`src/hw/pdp8_defs.svh`:
```
// Global widths and fixed opcodes for the PDP-8 major-state control
// Bit 0 is the most significant bit of an instruction word
`ifndef PDP8_DEFS_SVH
`define PDP8_DEFS_SVH

// Instruction word width
`define WORD_W 12

// Major-state code width
`define STATE_W 5

// Interrupt IOTs, compared against the whole word
`define OP_ION 12'o6001
`define OP_IOF 12'o6002

`endif

```
`src/hw/pdp8_pkg.sv`:
```
// Types shared by the decoder, the interrupt controller and the sequencer
// State encodings are assigned by the enum, not by the front panel
`include "pdp8_defs.svh"

package pdp8_pkg;

    typedef enum logic [`STATE_W-1:0] {
        F0, FW, F1, F2, F3,     // Fetch
        D0, DW, D1, D2, D3,     // Defer
        E0, EW, E1, E2, E3,     // Execute
        EAE0, EAE1,             // EAE loop
        H0, HW, H1, H2, H3      // Halt and panel trigger
    } major_state_t;

    typedef enum logic [2:0] {
        CLS_MRI_DIRECT,         // AND..JMS, bit 3 clear
        CLS_MRI_DEFER,          // AND..JMS, bit 3 set
        CLS_JMP_DIRECT,
        CLS_JMP_DEFER,
        CLS_IOT_OPR,            // No memory cycle
        CLS_HALT                // Group 2 with HLT bit
    } instr_class_t;

    typedef enum logic [1:0] {
        EAE_NONE,               // Normal flow
        EAE_LOOP,               // Iterates in EAE1
        EAE_DEFER               // Needs an operand cycle first
    } eae_route_t;

    typedef enum logic [1:0] {
        IOT_NONE,
        IOT_ION,
        IOT_IOF
    } iot_fn_t;

endpackage

```
`src/hw/instr_decode.sv`:
```
// Instruction register and opcode classification
// Register loads only on the instr_valid/instr_ready handshake
`include "pdp8_defs.svh"

module instr_decode
(
    input  logic                     clk,
    input  logic                     reset,
    input  logic [0:`WORD_W-1]       instr,
    input  logic                     instr_valid,
    input  logic                     instr_ready,
    input  logic                     eae_mode_b,   // EAE mode B selected
    output logic                     fetch_done,
    output pdp8_pkg::instr_class_t   instr_class,
    output pdp8_pkg::eae_route_t     eae_route,
    output pdp8_pkg::iot_fn_t        iot_fn
);

    logic [0:`WORD_W-1] ir;

    assign fetch_done = instr_valid & instr_ready;

    always_ff @(posedge clk)
    begin
        if (reset)
            ir <= '0;
        else if (fetch_done)
            ir <= instr;
    end

    // Major class from opcode and indirect bit
    always_comb
    begin
        if (ir[0:1] == 2'b11)
        begin
            if ({ir[0:3], ir[10:11]} == 6'b111110)   // Group 2 with HLT
                instr_class = pdp8_pkg::CLS_HALT;
            else
                instr_class = pdp8_pkg::CLS_IOT_OPR;
        end
        else if (ir[0:2] == 3'b101)                  // JMP
        begin
            if (ir[3])
                instr_class = pdp8_pkg::CLS_JMP_DEFER;
            else
                instr_class = pdp8_pkg::CLS_JMP_DIRECT;
        end
        else if (ir[3])
            instr_class = pdp8_pkg::CLS_MRI_DEFER;
        else
            instr_class = pdp8_pkg::CLS_MRI_DIRECT;
    end

    // EAE group 3 routing
    always_comb
    begin
        casez (ir)
            12'b1111??0?0101,                        // MUY
            12'b1111??0?0111:                        // DIV
                eae_route = eae_mode_b ? pdp8_pkg::EAE_DEFER : pdp8_pkg::EAE_LOOP;
            12'b111100001001,                        // NMI
            12'b1111??0?1011,                        // SHL
            12'b1111??0?1101,                        // ASR
            12'b1111??0?1111:                        // LSR
                eae_route = pdp8_pkg::EAE_LOOP;
            12'b1111??1?0011,                        // DAD
            12'b1111??1?0101:                        // DST
                eae_route = pdp8_pkg::EAE_DEFER;
            default:
                eae_route = pdp8_pkg::EAE_NONE;
        endcase
    end

    always_comb
    begin
        if (ir == `OP_ION)
            iot_fn = pdp8_pkg::IOT_ION;
        else if (ir == `OP_IOF)
            iot_fn = pdp8_pkg::IOT_IOF;
        else
            iot_fn = pdp8_pkg::IOT_NONE;
    end

endmodule

```
`src/hw/int_control.sv`:
```
// Interrupt enable with delayed ION and immediate IOF
// Grant is combinational and already masks an IOF in progress
module int_control
(
    input  logic               clk,
    input  logic               reset,
    input  logic               int_req,      // OR of device requests
    input  pdp8_pkg::iot_fn_t  iot_fn,
    input  logic               in_f3,
    input  logic               fetch_done,
    input  logic               int_ack,
    output logic               int_ena,
    output logic               int_grant
);

    logic int_inh;  // Holds off the grant for one instruction after ION

    always_ff @(posedge clk)
    begin
        if (reset)
        begin
            int_ena <= 1'b0;
            int_inh <= 1'b0;
        end
        else
        begin
            if (fetch_done)
                int_inh <= 1'b0;                     // Next instruction fetched

            if (in_f3 && iot_fn == pdp8_pkg::IOT_ION)
            begin
                int_ena <= 1'b1;
                int_inh <= 1'b1;
            end
            else if (in_f3 && iot_fn == pdp8_pkg::IOT_IOF)
                int_ena <= 1'b0;                     // IOF acts at once

            // Taking the interrupt always wins over a late ION
            if (int_ack)
                int_ena <= 1'b0;
        end
    end

    // No grant while IOF is the current instruction
    assign int_grant = int_req & int_ena & ~int_inh &
                       (iot_fn != pdp8_pkg::IOT_IOF);

endmodule

```
`src/hw/major_state_seq.sv`:
```
// Fetch, defer, execute, EAE and halt major-state machine
// int_ack is combinational and marks the edge that takes an interrupt
module major_state_seq
(
    input  logic                     clk,
    input  logic                     reset,
    input  logic                     halt,
    input  logic                     single_step,
    input  logic                     cont,
    input  logic                     trigger,
    input  logic                     user_mode,    // UF
    input  logic                     eae_busy,
    input  logic                     instr_valid,
    input  pdp8_pkg::instr_class_t   instr_class,
    input  pdp8_pkg::eae_route_t     eae_route,
    input  logic                     int_grant,
    output logic                     instr_ready,
    output logic                     in_f3,
    output logic                     int_ack,
    output logic                     int_in_prog,
    output pdp8_pkg::major_state_t   state
);

    pdp8_pkg::major_state_t state_next;
    logic                   step_ok;     // Single step released
    logic                   take_int;

    assign step_ok     = ~single_step | cont;
    assign instr_ready = (state == pdp8_pkg::F1);
    assign in_f3       = (state == pdp8_pkg::F3);
    assign int_ack     = take_int;

    always_comb
    begin
        state_next = state;
        take_int   = 1'b0;
        case (state)
            pdp8_pkg::F0:   if (step_ok) state_next = pdp8_pkg::FW;
            pdp8_pkg::FW:   state_next = pdp8_pkg::F1;
            pdp8_pkg::F1:   if (instr_valid) state_next = pdp8_pkg::F2;  // Memory back-pressure
            pdp8_pkg::F2:
            begin
                if (eae_route == pdp8_pkg::EAE_LOOP)
                    state_next = pdp8_pkg::EAE0;
                else if (eae_route == pdp8_pkg::EAE_DEFER)
                    state_next = pdp8_pkg::D0;
                else
                    state_next = pdp8_pkg::F3;
            end
            pdp8_pkg::F3:
            begin
                if (instr_class == pdp8_pkg::CLS_MRI_DEFER ||
                    instr_class == pdp8_pkg::CLS_JMP_DEFER)
                    state_next = pdp8_pkg::D0;
                else if (instr_class == pdp8_pkg::CLS_MRI_DIRECT)
                    state_next = pdp8_pkg::E0;
                else if (halt)
                    state_next = pdp8_pkg::H0;
                else if (instr_class == pdp8_pkg::CLS_HALT && !user_mode)
                    state_next = pdp8_pkg::H0;       // HLT traps in user mode
                else if (int_grant)
                begin
                    state_next = pdp8_pkg::E0;
                    take_int   = 1'b1;
                end
                else
                    state_next = pdp8_pkg::F0;
            end
            pdp8_pkg::EAE0: state_next = pdp8_pkg::EAE1;
            pdp8_pkg::EAE1: if (!eae_busy) state_next = pdp8_pkg::F3;
            pdp8_pkg::D0:   if (step_ok) state_next = pdp8_pkg::DW;
            pdp8_pkg::DW:   state_next = pdp8_pkg::D1;
            pdp8_pkg::D1:   state_next = pdp8_pkg::D2;
            pdp8_pkg::D2:   state_next = pdp8_pkg::D3;
            pdp8_pkg::D3:
            begin
                if (instr_class != pdp8_pkg::CLS_JMP_DEFER)
                    state_next = pdp8_pkg::E0;
                else if (int_grant)                  // JMP I done, interrupt first
                begin
                    state_next = pdp8_pkg::E0;
                    take_int   = 1'b1;
                end
                else if (halt)
                    state_next = pdp8_pkg::H0;
                else
                    state_next = pdp8_pkg::F0;
            end
            pdp8_pkg::E0:   if (step_ok) state_next = pdp8_pkg::EW;
            pdp8_pkg::EW:   state_next = pdp8_pkg::E1;
            pdp8_pkg::E1:   state_next = pdp8_pkg::E2;
            pdp8_pkg::E2:   state_next = pdp8_pkg::E3;
            pdp8_pkg::E3:
            begin
                if (halt)
                    state_next = pdp8_pkg::H0;
                else if (int_in_prog)
                    state_next = pdp8_pkg::F0;       // End of interrupt cycle
                else if (int_grant)
                begin
                    state_next = pdp8_pkg::E0;
                    take_int   = 1'b1;
                end
                else
                    state_next = pdp8_pkg::F0;
            end
            pdp8_pkg::H0:   state_next = pdp8_pkg::HW;
            pdp8_pkg::HW:
            begin
                if (cont)
                    state_next = pdp8_pkg::F0;
                else if (trigger)
                    state_next = pdp8_pkg::H1;
                else
                    state_next = pdp8_pkg::H0;
            end
            pdp8_pkg::H1:   state_next = pdp8_pkg::H2;
            pdp8_pkg::H2:   state_next = pdp8_pkg::H3;
            pdp8_pkg::H3:   state_next = pdp8_pkg::H0;
            default:        state_next = pdp8_pkg::H0;
        endcase
    end

    always_ff @(posedge clk)
    begin
        if (reset)
        begin
            state       <= pdp8_pkg::H0;
            int_in_prog <= 1'b0;
        end
        else
        begin
            state <= state_next;
            if (take_int)
                int_in_prog <= 1'b1;
            else if (state == pdp8_pkg::F0)
                int_in_prog <= 1'b0;
        end
    end

endmodule

```
`src/hw/pdp8_control.sv`:
```
// Top of the major-state control
// Datapath, memory and devices are outside, seen only through these ports
`include "pdp8_defs.svh"

module pdp8_control
(
    input  logic                     clk,
    input  logic                     reset,
    input  logic                     halt,
    input  logic                     single_step,
    input  logic                     cont,
    input  logic                     trigger,
    input  logic                     user_mode,
    input  logic                     eae_mode_b,
    input  logic                     eae_busy,
    input  logic                     int_req,
    input  logic [0:`WORD_W-1]       instr,
    input  logic                     instr_valid,
    output logic                     instr_ready,
    output pdp8_pkg::major_state_t   state,
    output logic                     int_in_prog,
    output logic                     int_ena
);

    logic                   fetch_done;
    logic                   in_f3;
    logic                   int_ack;
    logic                   int_grant;
    pdp8_pkg::instr_class_t instr_class;
    pdp8_pkg::eae_route_t   eae_route;
    pdp8_pkg::iot_fn_t      iot_fn;

    instr_decode u_decode (
        .clk(clk), .reset(reset), .instr(instr), .instr_valid(instr_valid),
        .instr_ready(instr_ready), .eae_mode_b(eae_mode_b), .fetch_done(fetch_done),
        .instr_class(instr_class), .eae_route(eae_route), .iot_fn(iot_fn)
    );

    int_control u_int (
        .clk(clk), .reset(reset), .int_req(int_req), .iot_fn(iot_fn), .in_f3(in_f3),
        .fetch_done(fetch_done), .int_ack(int_ack), .int_ena(int_ena),
        .int_grant(int_grant)
    );

    major_state_seq u_seq (
        .clk(clk), .reset(reset), .halt(halt), .single_step(single_step), .cont(cont),
        .trigger(trigger), .user_mode(user_mode), .eae_busy(eae_busy),
        .instr_valid(instr_valid), .instr_class(instr_class), .eae_route(eae_route),
        .int_grant(int_grant), .instr_ready(instr_ready), .in_f3(in_f3),
        .int_ack(int_ack), .int_in_prog(int_in_prog), .state(state)
    );

endmodule

```
`config.mk`:
```
export PLATFORM = sky130hd
export DESIGN_NAME = pdp8_control
export DESIGN_NICKNAME = d
export VERILOG_FILES = /design/src/hw/pdp8_pkg.sv /design/src/hw/instr_decode.sv /design/src/hw/int_control.sv /design/src/hw/major_state_seq.sv /design/src/hw/pdp8_control.sv
export VERILOG_INCLUDE_DIRS = /design/src /design/src/hw
export SDC_FILE = /design/constraint.sdc
export NUM_CORES = 1
export LEC_CHECK = 0
export ABC_AREA = 1
export BUFFER_PORTS_ARGS = -buffer_cell sky130_fd_sc_hd__buf_4
export CAP_MARGIN = 20
export CORE_MARGIN = 10
export CORE_UTILIZATION = 31
export DETAILED_ROUTE_END_ITERATION = 8
export PLACE_DENSITY = 0.53
export SLEW_MARGIN = 10
export SYNTH_ARGS = -nofsm -noshare
export SYNTH_HDL_FRONTEND = slang
export SYNTH_SLANG_ARGS = --single-unit
```
`constraint.sdc`:
```
create_clock -name clk -period 1.9 [get_ports clk]
set_input_delay 0.19 -clock clk [delete_from_list [all_inputs] [get_ports clk]]
set_output_delay 0.19 -clock clk [all_outputs]
set_load 0.02 [all_outputs]
```
Yosys cells after proc, flatten, opt, wreduce, memory -nomap -nowiden --
Index checks and enable logic that the tools add are counted.
Storage, ports and cells: bits of input ports 23, flip-flop bits (word level) 20, output and inout bits 8, word-level logic and storage cells 118
Cells by class: muxes and demuxes 44, bitwise gates (word level) 7, reduce and logical (&&, ||, !) cells 15, equality and inequality tests 47
Operators with widths (count):
- 5-bit case mux with 21 select lines | 1
- 5-bit two-way mux | 15
- 9-bit equality test (second input constant) | 7
- 5-bit by 4-bit equality test with 1-bit output (second input constant) | 8
- 12-bit equality test (second input constant) | 3
- 5-bit equality test (second input constant) | 5
- 5-bit by 3-bit equality test with 1-bit output (second input constant) | 4
- 1-bit two-way mux | 18
- 5-bit by 2-bit equality test with 1-bit output (second input constant) | 2
- 2-bit two-way mux | 4
- 4-bit two-way mux | 2
- 2-bit equality test (second input constant) | 3
- 3-bit equality test (second input constant) | 2
- 6-bit equality test (second input constant) | 1
- 3-bit two-way mux | 2
- 2-bit by 1-bit inequality test with 1-bit output (second input constant) | 3
- 2-bit inequality test (second input constant) | 3
- 2-bit case mux with 3 select lines | 1
- 2-bit nonzero test | 3
- 2-bit OR reduction | 3
- 5-bit by 1-bit equality test with 1-bit output (second input constant) | 1
- 5-bit zero test | 1
- 5-bit AND reduction | 1
- 1-bit AND | 4
- 12 further kinds | 16

Longest topological paths before layout --
word-level depth 12, mapped depth 14, depth with buffers taken out 14

Modules after synthesis --
A second synthesis with hierarchy kept.
Second synthesis, totals: cell total of the unflattened synthesis 269, area, all modules 1540.2 um2
Modules (own cells, without submodules):
- major_state_seq | times used 1, area an instance 823.3 um2, sequential area each 120.1 um2, cells an instance 166
- instr_decode | times used 1, area an instance 609.3 um2, sequential area each 240.2 um2, cells an instance 89
- int_control | times used 1, area an instance 107.6 um2, sequential area each 40.0 um2, cells an instance 14

Worst setup path after synthesis --
No wires, ideal clock.
path kind reg2reg, start reg u_seq.state[1], end reg u_decode.ir[1] in the netlist's numbering, stages on the path, launching flop included 7, arrival 1.585 ns, path slack 0.195 ns, data required time 1.781 ns, buffers on the path 1, library setup time 0.119 ns, period minus slack after synthesis 1.705 ns, cells stage by stage dfxtp_1 -> nand2_1 -> nor2_1 -> nand2_1 -> buf_2 -> o21ai_0 -> a21oi_1
On the way: longest elaborated chain between the ends 2
Ends and longest elaborated chain:
- from (decl) | RTL line major_state_seq.sv:21 | output pdp8_pkg::major_state_t state
- from (signal assigned) | RTL line major_state_seq.sv:128 | state <= pdp8_pkg::H0;
- from (signal assigned) | RTL line major_state_seq.sv:133 | state <= state_next;
- 5-bit by 2-bit equality test with 1-bit output | RTL line major_state_seq.sv:29 | assign instr_ready = (state == pdp8_pkg::F1);
- net instr_ready | RTL line pdp8_control.sv:19 | output logic instr_ready,
- 1-bit AND | RTL line instr_decode.sv:21 | assign fetch_done = instr_valid & instr_ready;
- to (signal assigned) | RTL line instr_decode.sv:28 | ir <= instr;
- to (decl) | RTL line instr_decode.sv:19 | logic [0:`WORD_W-1] ir;
The timed path passes the listed nets, and every way through them passes these cells. A chain may end at the register's enable or synchronous reset.

Final worst setup path --
start reg u_decode.ir[9] in the netlist's numbering, end reg u_seq.state[0]
On the way: longest elaborated chain between the ends 8, elaborated cells between the ends (all ways) 25, classes of those cells eq/ne (13); mux (8); bitwise (1); reduce/logical (3)
Ends and longest elaborated chain:
- 12-bit equality test (no line)
- 2-bit two-way mux | RTL line instr_decode.sv:78 | else if (ir == `OP_IOF)
- 2-bit two-way mux | RTL line instr_decode.sv:76 | if (ir == `OP_ION)
- 2-bit inequality test | RTL line int_control.sv:46 | (iot_fn != pdp8_pkg::IOT_IOF);
- 1-bit AND | RTL line int_control.sv:45 | assign int_grant = int_req & int_ena & ~int_inh &
- 5-bit two-way mux | RTL line major_state_seq.sv:79 | else if (int_grant)
- 5-bit two-way mux | RTL line major_state_seq.sv:77 | if (instr_class != pdp8_pkg::CLS_JMP_DEFER)
- 5-bit case mux with 21 select lines * | RTL line major_state_seq.sv:37 | case (state)
Every way passes the cells marked *; elsewhere a longest branch is shown, timed or not.

==> out/metrics.cfg <==
[critical_path]
r2r_slack_ns=0.17
crit_start=u_decode.ir[9]
critPathRequiredTime_ns=2.06
endpoint=u_seq.state[0]
rr_endpoint=u_seq.state[0]
worstSetupStartpointType=flip-flop
r2r_start=u_decode.ir[9]
crit_type=reg2reg
path_max_fanout=4
worstRegToRegCells=11
critPathArrivalTime_ns=1.89
cp-end-kind=flip-flop

[hold_path]
hp-class=in2reg

[finish]
finalInstanceArea_um2=1770
area_growth_syn_to_layout_pct=25.0
drive_gt1_share_pct=21.1
final_cells=327
final_cell_mix=nand2_1 (61), inv_1 (31), buf_4 (31)
fillers=504
layout_commonest_cell=nand2_1
insertedDiodeCount=0
final_util_pct=40.5
final_net_count=300

[sta]
maxSlewViolCount=0
fin_setup_tns_ns=0
worst_clock_skew_ns=0.00107
fin_crit_sh_pct=90.9
worst_pin_slew_ns=0.428
hold-worst-slack_ns=0.131
rsz0062_at_grt=no
hold_violations=0
period_needed_ns=1.73
slew_headroom_pct=71.4
setup_viol=0
max_freq_mhz=579

[die]
die_h_um=87.7
dieArea_um2=7680
rows=24
core_area_um2=4380
start_util_pct=32.4
die_x_um=87.7
num_io_pins=31

[synth]
yosysWarnings=0
syn-num-nets=267
avgSynthCellArea_um2=5.84
synth.distinct_cells=26
netlist_area_um2=1420
yosysSeqAreaShare_pct=28.2
ys_ff_latch=20
netlist_instances=243

[cts]
clockBufferDepth=2
clkSlewWorstSetupHoldPaths_ns=0.08
ctsResizeCount=0
cts_sinks=20
cts_tree=done
insertion_delay_ns=0.26
cts.hold.buffers_added=0
cts_made_buffers=3
clockRootBuffer=clkbuf_8
cts.htree.levels=1
cts_setup_buffers=0

[place]
place.gp.congestion=0.926
dpl.hpwl_mm=3.61
place_inst=323
placed_cell_area_um2=1700
numPortBuffers=30

[global_routing]
grt_max_degree=26
grt_overflow=0
grt_use_total_pct=11.4
grt_pass1_wl_mm=7.14
grt_pass1_vias=1586
antenna_found_initial=0

[power]
swShare_pct=43.0
clkPwrFrac_pct=20.4
combPwrFrac_pct=45.9
internal_power_w=0.000925
leakage_nw=0.836
p_seq_share_pct=33.7
ir_drop_mv=0.236
power_per_cell_area_nw_per_um2=915
p_sw_w=0.000698

[run]
cap_violations=0

[drt]
drc=0
drt_iter0_markers=79
post_drt_wl_per_cell_um=13.2
via_count=1633
dr.pass1.iters=4
vias_per_cell=4.99
finalWirelength_mm=4.33
drt.antenna.violating_nets=0

[outcome]
status=finished clean

## critical path, cell delays in order, from the launching register on
cell      delay, ns
dfxtp_1        0.34
inv_1          0.09
o21ai_0        0.11
and2_1         0.17
o211ai_1       0.16
o21ai_0        0.11
ha_1           0.28
o211ai_1       0.09
nor2_1         0.10
nand3_1        0.08
nand2_1        0.06
nand2_1        0.04
## how the worst min path moves through the flow
stage	to	start	slack [ns]	cells past startpoint
3_5_place_dp	u_seq.state[1]	reset	0.41	2
3_3_place_gp	u_seq.state[1]	reset	0.40	2
6_report	u_seq.state[1]	reset	0.13	2
4_1_cts	u_seq.state[1]	reset	0.13	2
2_1_floorplan	u_int.int_inh	reset	0.26	1
5_1_grt	u_int.int_inh	reset	0.13	2
## layout make-up
type                    instances  area (um^2)  share of cell area [%]
multi-input cells             182          876                    49.4
inverters                      38          143                    8.04
well taps                      52         65.1                    3.67
repair buffers                 31          233                    13.1
clock buffers                   4         55.1                    3.10
flip-flops and latches         20          403                    22.7
## through the flow
step	setup WS (ns)	power [W]
after global placement	0.144	0.00132
after global routing	0.00323	0.00177
after CTS	0.0582	0.00164
after floorplan	0.195	0.00106
final	0.174	0.00162
after detailed placement	0.118	0.00130
## power groups by stage
stage | registers (W) | clock network, W | logic [W]
after detailed placement | 0.000557 | 0 | 0.000747
after global routing | 0.000558 | 0.000357 | 0.000852
after CTS | 0.000547 | 0.000339 | 0.000749
after global placement | 0.000558 | 0 | 0.000760
after floorplan | 0.000584 | 0 | 0.000477
final | 0.000547 | 0.000331 | 0.000745
## cells in the mapped netlist, drive strengths merged
library cell / instances / area, um^2
nand2: 63 / 241
inv: 38 / 143
nor2: 36 / 163
o21ai: 23 / 115
dfxtp: 20 / 400
a21oi: 19 / 95.1
nand3: 18 / 95.1
nor3: 6 / 30.0
nand4: 4 / 25.0
o211ai: 3 / 22.5
buf: 2 / 10.0
nand3b: 2 / 15.0
nor4: 2 / 12.5
a22oi: 1 / 7.51
a31oi: 1 / 6.26
and2: 1 / 6.26
clkbuf: 1 / 3.75
ha: 1 / 12.5
o2111ai: 1 / 8.76
or2: 1 / 6.26
## metal layers
metal	up-vias	global-route usage, %	share of wire (%)
met4	0	5.22	2.7
met1	728	13.6	43
met3	11	2.14	6.0
met5	-	0	0
li1	853	-	-
met2	41	19.3	48
## kinds of logic (layout without fill, tap and decap cells)
logic type      Yosys count  count (layout)  synth area share, %
flops                    20              20                 28.2
fa+ha+maj                 1               1                0.882
compound gates           48              48                 18.0
buf+inv                  41              73                 11.0
simple gates            133             133                 41.9
## state kept, by name, indices dropped and copies added (netlist names)
register / flops
u_int.int_inh: 1
u_seq.state: 5
u_seq.int_in_prog: 1
u_decode.ir: 12
u_int.int_ena: 1
(Power assumes the default switching activity.)
